`src/tile_mon_pkg.sv`:
```
// Tile count, bus widths, console addresses, sentinel encodings and enums
`default_nettype none

package tile_mon_pkg;

  // Array size
  localparam int N_TILES = 4;
  localparam int TILE_W  = 2;

  // Snooped bus widths
  localparam int ADDR_W = 32;
  localparam int DATA_W = 32;
  localparam int CHAR_W = 8;

  // Console peripheral, aliased for every tile
  localparam logic [ADDR_W-1:0] STDOUT_ADDR = 32'hFFFF_0004;
  localparam logic [ADDR_W-1:0] STDERR_ADDR = 32'hFFFF_0000;

  localparam logic [CHAR_W-1:0] NEWLINE_CHAR = 8'h0A;

  // Sentinels are addi x0 encodings, so they do nothing on the core
  localparam int                 INSTR_W    = 32;
  localparam logic [INSTR_W-1:0] SENT_START = 32'h5AA0_0013;
  localparam logic [INSTR_W-1:0] SENT_END   = 32'h5FF0_0013;

  localparam int SENT_OVERHEAD = 1;
  localparam int CYCLE_W       = 32;

  // Per-tile line storage
  localparam int LINE_DEPTH = 16;
  localparam int LINE_PTR_W = 4;

  typedef enum logic [1:0] {
    CK_NONE   = 2'd0,
    CK_STDOUT = 2'd1,
    CK_STDERR = 2'd2
  } console_kind_e;

  typedef enum logic {
    DS_IDLE   = 1'b0,
    DS_STREAM = 1'b1
  } drain_state_e;

endpackage

`default_nettype wire

```
`src/console_decoder.sv`:
```
// Console write decoder for one tile, giving character strobes and the exit code
`timescale 1ns/1ps
`default_nettype none

module console_decoder (
  input  logic                              clk,
  input  logic                              i_rst_n,
  input  logic                              i_aw_valid,
  input  logic [tile_mon_pkg::ADDR_W-1:0]   i_aw_addr,
  input  logic                              i_w_valid,
  input  logic [tile_mon_pkg::DATA_W-1:0]   i_w_data,
  output logic                              o_char_valid,
  output logic [tile_mon_pkg::CHAR_W-1:0]   o_char_data,
  output logic                              o_exit_valid,
  output logic [tile_mon_pkg::CHAR_W-1:0]   o_exit_code
);
  import tile_mon_pkg::*;

  console_kind_e arm_q;
  console_kind_e arm_d;
  console_kind_e aw_kind;
  console_kind_e use_kind;

  // Kind of write announced on AW this cycle
  always_comb begin
    aw_kind = CK_NONE;
    if (i_aw_valid && i_aw_addr == STDOUT_ADDR) begin
      aw_kind = CK_STDOUT;
    end else if (i_aw_valid && i_aw_addr == STDERR_ADDR) begin
      aw_kind = CK_STDERR;
    end
  end

  // W beats follow AW order, so a pending arm is older than a new AW
  assign use_kind = (arm_q != CK_NONE) ? arm_q : aw_kind;

  always_comb begin
    arm_d = arm_q;
    if (i_w_valid) begin
      arm_d = (arm_q != CK_NONE) ? aw_kind : CK_NONE;
    end else if (aw_kind != CK_NONE) begin
      arm_d = aw_kind;
    end
  end

  always_ff @(posedge clk or negedge i_rst_n) begin
    if (!i_rst_n) begin
      arm_q        <= CK_NONE;
      o_char_valid <= 1'b0;
      o_exit_valid <= 1'b0;
    end else begin
      arm_q        <= arm_d;
      o_char_valid <= i_w_valid && (use_kind == CK_STDOUT);
      // Exit flag is sticky until reset
      if (i_w_valid && use_kind == CK_STDERR) begin
        o_exit_valid <= 1'b1;
      end
    end
  end

  always_ff @(posedge clk) begin
    if (i_w_valid && use_kind == CK_STDOUT) begin
      o_char_data <= i_w_data[CHAR_W-1:0];
    end
    if (i_w_valid && use_kind == CK_STDERR) begin
      o_exit_code <= i_w_data[CHAR_W-1:0];
    end
  end

  // One W beat feeds either the console or the exit code, never both
  a_char_xor_exit: assert property (@(posedge clk) disable iff (!i_rst_n)
    !(o_char_valid && $rose(o_exit_valid)));

endmodule

`default_nettype wire

```
`src/console_line_buffer.sv`:
```
// Per-tile character FIFO with a count of complete lines
`timescale 1ns/1ps
`default_nettype none

module console_line_buffer (
  input  logic                              clk,
  input  logic                              i_rst_n,
  input  logic                              i_push,
  input  logic [tile_mon_pkg::CHAR_W-1:0]   i_char,
  input  logic                              i_pop,
  output logic                              o_line_ready,
  output logic [tile_mon_pkg::CHAR_W-1:0]   o_head_char
);
  import tile_mon_pkg::*;

  logic [CHAR_W-1:0]     mem [LINE_DEPTH];
  logic [LINE_PTR_W-1:0] wr_ptr_q;
  logic [LINE_PTR_W-1:0] rd_ptr_q;
  logic [LINE_PTR_W:0]   count_q;
  logic [LINE_PTR_W:0]   lines_q;
  logic                  full;
  logic                  push_nl;
  logic                  pop_nl;

  assign full    = (count_q == (LINE_PTR_W+1)'(LINE_DEPTH));
  assign push_nl = i_push && (i_char == NEWLINE_CHAR);
  assign pop_nl  = i_pop && (o_head_char == NEWLINE_CHAR);

  // Head is read straight from the array
  assign o_head_char  = mem[rd_ptr_q];
  assign o_line_ready = (lines_q != '0);

  always_ff @(posedge clk) begin
    if (i_push) begin
      mem[wr_ptr_q] <= i_char;
    end
  end

  // Pointers wrap on their own since the depth is a power of two
  always_ff @(posedge clk or negedge i_rst_n) begin
    if (!i_rst_n) begin
      wr_ptr_q <= '0;
      rd_ptr_q <= '0;
      count_q  <= '0;
    end else begin
      if (i_push) begin
        wr_ptr_q <= wr_ptr_q + 1'b1;
      end
      if (i_pop) begin
        rd_ptr_q <= rd_ptr_q + 1'b1;
      end
      case ({i_push, i_pop})
        2'b10:   count_q <= count_q + 1'b1;
        2'b01:   count_q <= count_q - 1'b1;
        default: count_q <= count_q;
      endcase
    end
  end

  // Complete lines held in the FIFO
  always_ff @(posedge clk or negedge i_rst_n) begin
    if (!i_rst_n) begin
      lines_q <= '0;
    end else begin
      case ({push_nl, pop_nl})
        2'b10:   lines_q <= lines_q + 1'b1;
        2'b01:   lines_q <= lines_q - 1'b1;
        default: lines_q <= lines_q;
      endcase
    end
  end

  // The decoder cannot be stalled, so the stimulus must leave room
  a_no_overflow: assert property (@(posedge clk) disable iff (!i_rst_n)
    !(i_push && full && !i_pop));

  // The drain only pops tiles that hold a whole line
  a_pop_needs_line: assert property (@(posedge clk) disable iff (!i_rst_n)
    i_pop |-> o_line_ready);

endmodule

`default_nettype wire

```
`src/console_line_drain.sv`:
```
// Round-robin drain that streams whole lines from the tile buffers
`timescale 1ns/1ps
`default_nettype none

module console_line_drain (
  input  logic                                                  clk,
  input  logic                                                  i_rst_n,
  input  logic [tile_mon_pkg::N_TILES-1:0]                      i_line_ready,
  input  logic [tile_mon_pkg::N_TILES-1:0][tile_mon_pkg::CHAR_W-1:0] i_head_char,
  output logic [tile_mon_pkg::N_TILES-1:0]                      o_pop,
  output logic                                                  o_out_valid,
  output logic [tile_mon_pkg::TILE_W-1:0]                       o_out_tile,
  output logic [tile_mon_pkg::CHAR_W-1:0]                       o_out_char,
  output logic                                                  o_out_last
);
  import tile_mon_pkg::*;

  drain_state_e      state_q;
  logic [TILE_W-1:0] grant_q;
  logic [TILE_W-1:0] last_q;
  logic [TILE_W-1:0] pick;
  logic [CHAR_W-1:0] cur_char;
  logic              cur_nl;

  // Search from the tile after the last grant, nearest candidate wins
  always_comb begin
    pick = last_q;
    for (int k = N_TILES; k >= 1; k--) begin
      if (i_line_ready[TILE_W'(last_q + k)]) begin
        pick = TILE_W'(last_q + k);
      end
    end
  end

  assign cur_char = i_head_char[grant_q];
  assign cur_nl   = (cur_char == NEWLINE_CHAR);

  always_comb begin
    o_pop = '0;
    if (state_q == DS_STREAM) begin
      o_pop[grant_q] = 1'b1;
    end
  end

  always_ff @(posedge clk or negedge i_rst_n) begin
    if (!i_rst_n) begin
      state_q     <= DS_IDLE;
      grant_q     <= '0;
      last_q      <= TILE_W'(N_TILES - 1);
      o_out_valid <= 1'b0;
      o_out_last  <= 1'b0;
    end else begin
      o_out_valid <= (state_q == DS_STREAM);
      o_out_last  <= (state_q == DS_STREAM) && cur_nl;
      case (state_q)
        DS_IDLE: begin
          if (|i_line_ready) begin
            grant_q <= pick;
            state_q <= DS_STREAM;
          end
        end
        DS_STREAM: begin
          // Line ends with its newline
          if (cur_nl) begin
            last_q  <= grant_q;
            state_q <= DS_IDLE;
          end
        end
        default: state_q <= DS_IDLE;
      endcase
    end
  end

  always_ff @(posedge clk) begin
    o_out_tile <= grant_q;
    o_out_char <= cur_char;
  end

  a_pop_onehot: assert property (@(posedge clk) disable iff (!i_rst_n)
    $onehot0(o_pop));

endmodule

`default_nettype wire

```
`src/sync_profiler.sv`:
```
// Cycle counter, sentinel stamping and global synchronization-time report
`timescale 1ns/1ps
`default_nettype none

module sync_profiler (
  input  logic                                                     clk,
  input  logic                                                     i_rst_n,
  input  logic [tile_mon_pkg::N_TILES-1:0]                         i_ex_valid,
  input  logic [tile_mon_pkg::N_TILES-1:0][tile_mon_pkg::INSTR_W-1:0] i_ex_instr,
  output logic                                                     o_sync_valid,
  output logic [tile_mon_pkg::CYCLE_W-1:0]                         o_sync_cycles
);
  import tile_mon_pkg::*;

  logic [CYCLE_W-1:0] cycle_q;
  logic [N_TILES-1:0] started_q;
  logic [N_TILES-1:0] ended_q;
  logic [N_TILES-1:0] started_d;
  logic [N_TILES-1:0] ended_d;
  logic [CYCLE_W-1:0] last_start_q;
  logic [CYCLE_W-1:0] last_end_q;
  logic [CYCLE_W-1:0] last_start_d;
  logic [CYCLE_W-1:0] last_end_d;
  logic               new_start;
  logic               new_end;
  logic               all_ended;

  // Only the first sentinel of each kind per tile and iteration is kept
  always_comb begin
    started_d = started_q;
    ended_d   = ended_q;
    new_start = 1'b0;
    new_end   = 1'b0;
    for (int t = 0; t < N_TILES; t++) begin
      if (i_ex_valid[t] && i_ex_instr[t] == SENT_START && !started_q[t]) begin
        started_d[t] = 1'b1;
        new_start    = 1'b1;
      end
      if (i_ex_valid[t] && i_ex_instr[t] == SENT_END && !ended_q[t]) begin
        ended_d[t] = 1'b1;
        new_end    = 1'b1;
      end
    end
  end

  // The counter only grows, so the newest stamp is also the largest
  assign last_start_d = new_start ? cycle_q : last_start_q;
  assign last_end_d   = new_end ? cycle_q : last_end_q;
  assign all_ended    = &ended_d;

  always_ff @(posedge clk or negedge i_rst_n) begin
    if (!i_rst_n) begin
      cycle_q      <= '0;
      started_q    <= '0;
      ended_q      <= '0;
      last_start_q <= '0;
      last_end_q   <= '0;
      o_sync_valid <= 1'b0;
    end else begin
      cycle_q      <= cycle_q + 1'b1;
      o_sync_valid <= all_ended;
      if (all_ended) begin
        // Iteration complete, start over on the next cycle
        started_q    <= '0;
        ended_q      <= '0;
        last_start_q <= '0;
        last_end_q   <= '0;
      end else begin
        started_q    <= started_d;
        ended_q      <= ended_d;
        last_start_q <= last_start_d;
        last_end_q   <= last_end_d;
      end
    end
  end

  always_ff @(posedge clk) begin
    if (all_ended) begin
      o_sync_cycles <= last_end_d - last_start_d - CYCLE_W'(SENT_OVERHEAD);
    end
  end

  // Report is a single pulse per iteration
  a_sync_pulse: assert property (@(posedge clk) disable iff (!i_rst_n)
    o_sync_valid |=> !o_sync_valid);

endmodule

`default_nettype wire

```
`src/tile_monitor_top.sv`:
```
// Top level of the tile monitor with per-tile console logic, line drain and profiler
`timescale 1ns/1ps
`default_nettype none

module tile_monitor_top (
  input  logic                                                       clk,
  input  logic                                                       i_rst_n,
  input  logic [tile_mon_pkg::N_TILES-1:0]                           i_aw_valid,
  input  logic [tile_mon_pkg::N_TILES-1:0][tile_mon_pkg::ADDR_W-1:0]  i_aw_addr,
  input  logic [tile_mon_pkg::N_TILES-1:0]                           i_w_valid,
  input  logic [tile_mon_pkg::N_TILES-1:0][tile_mon_pkg::DATA_W-1:0]  i_w_data,
  input  logic [tile_mon_pkg::N_TILES-1:0]                           i_ex_valid,
  input  logic [tile_mon_pkg::N_TILES-1:0][tile_mon_pkg::INSTR_W-1:0] i_ex_instr,
  output logic [tile_mon_pkg::N_TILES-1:0]                           o_exit_valid,
  output logic [tile_mon_pkg::N_TILES-1:0][tile_mon_pkg::CHAR_W-1:0]  o_exit_code,
  output logic                                                       o_out_valid,
  output logic [tile_mon_pkg::TILE_W-1:0]                            o_out_tile,
  output logic [tile_mon_pkg::CHAR_W-1:0]                            o_out_char,
  output logic                                                       o_out_last,
  output logic                                                       o_sync_valid,
  output logic [tile_mon_pkg::CYCLE_W-1:0]                           o_sync_cycles
);
  import tile_mon_pkg::*;

  logic [N_TILES-1:0]             char_valid;
  logic [N_TILES-1:0][CHAR_W-1:0] char_data;
  logic [N_TILES-1:0]             line_ready;
  logic [N_TILES-1:0][CHAR_W-1:0] head_char;
  logic [N_TILES-1:0]             pop;

  // Console path, one decoder and one line store per tile
  for (genvar t = 0; t < N_TILES; t++) begin : gen_tile
    console_decoder console_decoder_inst (
      .clk          (clk),
      .i_rst_n      (i_rst_n),
      .i_aw_valid   (i_aw_valid[t]),
      .i_aw_addr    (i_aw_addr[t]),
      .i_w_valid    (i_w_valid[t]),
      .i_w_data     (i_w_data[t]),
      .o_char_valid (char_valid[t]),
      .o_char_data  (char_data[t]),
      .o_exit_valid (o_exit_valid[t]),
      .o_exit_code  (o_exit_code[t])
    );

    console_line_buffer console_line_buffer_inst (
      .clk          (clk),
      .i_rst_n      (i_rst_n),
      .i_push       (char_valid[t]),
      .i_char       (char_data[t]),
      .i_pop        (pop[t]),
      .o_line_ready (line_ready[t]),
      .o_head_char  (head_char[t])
    );
  end

  // Single shared character stream
  console_line_drain console_line_drain_inst (
    .clk          (clk),
    .i_rst_n      (i_rst_n),
    .i_line_ready (line_ready),
    .i_head_char  (head_char),
    .o_pop        (pop),
    .o_out_valid  (o_out_valid),
    .o_out_tile   (o_out_tile),
    .o_out_char   (o_out_char),
    .o_out_last   (o_out_last)
  );

  sync_profiler sync_profiler_inst (
    .clk           (clk),
    .i_rst_n       (i_rst_n),
    .i_ex_valid    (i_ex_valid),
    .i_ex_instr    (i_ex_instr),
    .o_sync_valid  (o_sync_valid),
    .o_sync_cycles (o_sync_cycles)
  );

endmodule

`default_nettype wire

```
`config.mk`:
```
export PLATFORM = sky130hd
export DESIGN_NAME = tile_monitor_top
export DESIGN_NICKNAME = d
export VERILOG_FILES = /design/src/tile_mon_pkg.sv /design/src/console_decoder.sv /design/src/console_line_buffer.sv /design/src/console_line_drain.sv /design/src/sync_profiler.sv /design/src/tile_monitor_top.sv
export SDC_FILE = /design/constraint.sdc
export NUM_CORES = 1
export LEC_CHECK = 0
export BUFFER_PORTS_ARGS = -buffer_cell sky130_fd_sc_hd__buf_2
export CAP_MARGIN = 20
export CORE_MARGIN = 2
export CORE_UTILIZATION = 55
export CTS_BUF_LIST = sky130_fd_sc_hd__clkbuf_8
export CTS_CLUSTER_SIZE = 14
export DETAILED_ROUTE_END_ITERATION = 12
export GPL_TIMING_DRIVEN = 0
export PLACE_DENSITY = 0.89
export SYNTH_ARGS = -nofsm -noshare
export SYNTH_HDL_FRONTEND = slang
export SYNTH_SLANG_ARGS = --single-unit
export TNS_END_PERCENT = 100
```
`constraint.sdc`:
```
create_clock -name clk -period 9.7 [get_ports clk]
set_input_delay 1.455 -clock clk [delete_from_list [all_inputs] [get_ports clk]]
set_output_delay 1.455 -clock clk [all_outputs]
set_load 0.005 [all_outputs]
```
==> key figures <==
Die
  • Die width: 256 um
  • Core Area: 63000 sq um
  • IO Count: 479
  • Starting density of the core: 55.5%
  • Die area: 65500 sq um
  • Core Rows: 92
  • DIE HEIGHT: 256 um

Logic synthesis
  • Post-synthesis area per instance: 15.5 sq um
  • Main flop type after synthesis: edfxtp_1
  • Post-synthesis sequential area ratio: 65.8%
  • Register bit total from synthesis: 798
  • Ys Warns: 0
  • Post-synthesis simple-gate area fraction: 10.3%
  • Mapped Cells: 2258
  • Synth Area in Compound Gates: 4.78%
  • EDFF count, synth: 608
  • Post-Synth Adder-Cell Area: 2.62%
  • Cell variety after synth: 89
  • Netlist Area Pre-Place: 34900 sq um
  • Multiplexer area fraction after synthesis: 12.1%
  • Syn nets: 2726
  • Largest family of logic cells by synthesized area: multiplexers
  • Async SR Flop Fraction: 22.6%
  • Synth Area in XOR/XNOR: 2.63%

Route
  • 1st-iter DRT viols: 2203
  • Wirelength per Cell: 22.9 um
  • Final wirelength: 85600 um
  • Vias/cell: 6.07
  • Drt drc: 0
  • DR pass1 iterations: 8
  • ANT nets after route: 0
  • Via count: 22600

Final layout
  • Area Overhead vs Synth: 16.0%
  • Share of layout cells above drive strength 1: 28.0%
  • Post-layout util: 64.3%
  • Layout Cells excl Fill: 3730
  • Final net count: 3245

Clocking
  • Clock slew at reported path FFs: 70 ps
  • Post-CTS sizing: 0
  • CTS Hold Buffers Added: 0
  • Post-CTS Setup Bufs: 0
  • Clock tree from TritonCTS: built
  • CTS Sinks: 798
  • Total CTS buffers: 120
  • Worst-skew pair later-pin latency: 770 ps
  • Clk root buf: clkbuf_8
  • Deepest clock path buffer count: 3
  • H-tree depth: 3

Placement
  • IO Port Bufs: 382
  • Pre-CTS setup slack: 1530 ps
  • DP HPWL: 60200 um
  • Placed cell count: 3499
  • Placer Congestion: 0.954

GRT
  • Grt met2 use: 42.3%
  • Overflow after GRT: 0
  • Global-route wire length before repair: 132000 um
  • GRT Total Usage: 26.0%
  • Vias in the first global route: 23300
  • Grt peak-use layer: met2
  • Met3 GRT Util: 4.53%
  • Met1 Resource Use GR: 35.7%
  • Largest net degree at the start of global routing: 115
  • Initial antenna violation count: 2

Worst setup path
  • Worst Path Max Fanout: 10
  • Critical Path Sink Type: register
  • Worst Reg-to-Reg Cells: 18
  • CP required: 10190 ps
  • Worst reg2reg path startpoint: sync_profiler_inst.started_q[2]
  • Worst R2R End: sync_profiler_inst.o_sync_cycles[21]
  • CP startpoint kind: primary input
  • Worst setup path class: in2reg
  • Worst EP arrival: 8190 ps
  • Reg-to-reg slack, setup: 2970 ps

STA
  • Unrepaired setup endpoints after global routing: false
  • Least-Margin Pin Slew: 1100 ps
  • Fmax: 130 MHz
  • Slew headroom: 26.3%
  • Final worst-path cycle share: 79.4%
  • Setup tns final: 0 ps
  • Minimum clock period: 7700 ps
  • Setup WS post-layout: 2000 ps
  • Final Setup Violations: 0
  • Clock skew: 51.7 ps
  • Final hold vios: 0
  • Max-slew violations: 0

Power
  • Power density over cell area: 161 nW/um^2
  • Leak: 15.8 nW
  • Max IR drop VDD: 0.114 mV

Hold path
  • Min-Delay Endpoint: console_line_drain_inst.o_out_tile[0]
  • Hold path cells: 0
  • Hold Crit Start: console_line_drain_inst.grant_q[0]
  • Hold WC Path Type: reg2reg

Job
  • Maxcap violations: 0

Run status
  • Status: complete, no violations
-- final cells by class --
class / count / area [sq um]
antenna: 1 / 2.50
buffer: 107 / 452
clock buffer: 132 / 1820
clock inverter: 96 / 631
fill: 4239 / 22500
inverter: 54 / 203
multi-input combinational: 1299 / 11300
sequential: 798 / 23000
tap: 846 / 1060
timing repair buffer: 397 / 2060
-- how the worst max path moves through the flow --
| stage | to | startpoint | slack [ps] |
|---|---|---|---|
| after floorplan | sync_profiler_inst.o_sync_cycles[28] | i_ex_instr[72] | 3400 |
| after global placement | sync_profiler_inst.o_sync_cycles[22] | i_ex_instr[13] | 1540 |
| after detailed placement | sync_profiler_inst.o_sync_cycles[28] | i_ex_instr[17] | 1530 |
| after CTS | sync_profiler_inst.o_sync_cycles[26] | i_ex_instr[17] | 2280 |
| after global routing | sync_profiler_inst.o_sync_cycles[26] | i_ex_instr[17] | 1490 |
| final | sync_profiler_inst.o_sync_cycles[26] | i_ex_instr[17] | 2000 |
-- logic make-up (layout without fill, tap and decap cells) --
kind of cell | Yosys count | after routing
adders and majority gates | 70 | 70
buffers and inverters | 161 | 786
muxes | 211 | 211
other | 0 | 1
xor gates and xnor gates | 105 | 105
DFF | 798 | 798
AOI/OAI and AO/OA | 246 | 246
and+or+nand+nor | 667 | 667
-- power breakdown --
group / total [mW] / internal [mW] / switching, mW
Sequential: 3.64 / 3.64 / 0.00000000363
Combinational: 0.0993 / 0.0508 / 0.0485
Clock: 2.76 / 1.41 / 1.35
Total: 6.50 / 5.10 / 1.40
-- per-stage QoR --
stage,cell area (sq um),hold slack (ps),power [mW]
floorplan,34900,345,3.72
global route,40500,409,6.68
global placement,37900,411,3.80
finish,40500,401,6.50
CTS,40500,402,6.54
detailed placement,38000,406,3.81
-- worst max-delay path, stage by stage --
cell and delay (ps):
buf_2 100, nor4bb_1 550, nand4_1 310, nor4_1 590
buf_2 330, nor4_2 90, clkbuf_4 230, buf_6 170
clkbuf_1 290, clkbuf_1 350, nand2_1 160, nand2_1 80
ha_1 250, fa_1 470, a21o_1 180, a21oi_1 200
o21ai_0 330, nand2_1 190, a2bb2oi_1 170, nand4_1 170
a32o_1 330, a311oi_2 450, or2_1 260, a211oi_1 100
a211oi_1 390
-- synth_stat cells, types with 10 or more instances --
cell        n  share of area (%)
nand4_1    41               0.73
ha_1       65                2.3
dfxtp_1    10               0.57
nor2_1    155                1.7
nor4b_1    14               0.35
o21ai_0    29               0.42
and3_1     16               0.29
buf_1      19               0.20
xnor2_1    66                1.7
a21o_1     22               0.47
nand3_1    27               0.39
or2_2      10               0.18
mux2i_1    38                1.1
nor3_1     42               0.60
clkbuf_1   73               0.78
nand2b_1   12               0.21
mux4_2    168                 11
nor4_1     31               0.56
dfrtp_1   178                 13
a21oi_1    86                1.2
nand2_1   199                2.1
o41ai_1    12               0.30
xor2_1     39               0.98
inv_1      54               0.58
or4_1      10               0.21
edfxtp_1  608                 52
and2_1     33               0.59
a211oi_1   12               0.26
-- metal layers --
layer  share of wire, %  routed length, um
met1                 40              34600
met2                 49              42000
met3                7.6               6470
met4                2.9               2500
met5              0.011                  9
-- registers in the layout, indices dropped and copies added, names as in the netlist, 16 cells and up --
register and cells:
gen_tile.console_line_buffer_inst.rd_ptr_q 16, sync_profiler_inst.last_start_q 32, gen_tile.console_decoder_inst.o_exit_code 32, gen_tile.console_line_buffer_inst.mem 512, sync_profiler_inst.o_sync_cycles 32, gen_tile.console_decoder_inst.o_char_data 32
gen_tile.console_line_buffer_inst.lines_q 20, gen_tile.console_line_buffer_inst.wr_ptr_q 16, sync_profiler_inst.cycle_q 32, sync_profiler_inst.last_end_q 32
-- cell usage in the layout, fill, tap and decap left out, types with 26 or more instances in the layout --
| cell | instances |
|---|---|
| xor2_1 | 39 |
| mux4_2 | 168 |
| buf_2 | 391 |
| nand4_1 | 41 |
| nor2_1 | 155 |
| xnor2_1 | 66 |
| inv_1 | 92 |
| nor4_1 | 30 |
| mux2i_1 | 38 |
| nand2_1 | 199 |
| and2_1 | 33 |
| edfxtp_1 | 608 |
| o21ai_0 | 29 |
| nor3_1 | 42 |
| a21oi_1 | 86 |
| clkbuf_1 | 72 |
| dfrtp_1 | 178 |
| nand3_1 | 27 |
| clkinv_2 | 26 |
| clkbuf_8 | 132 |
| ha_1 | 65 |
Note: power is estimated with default switching activity, not from simulation.
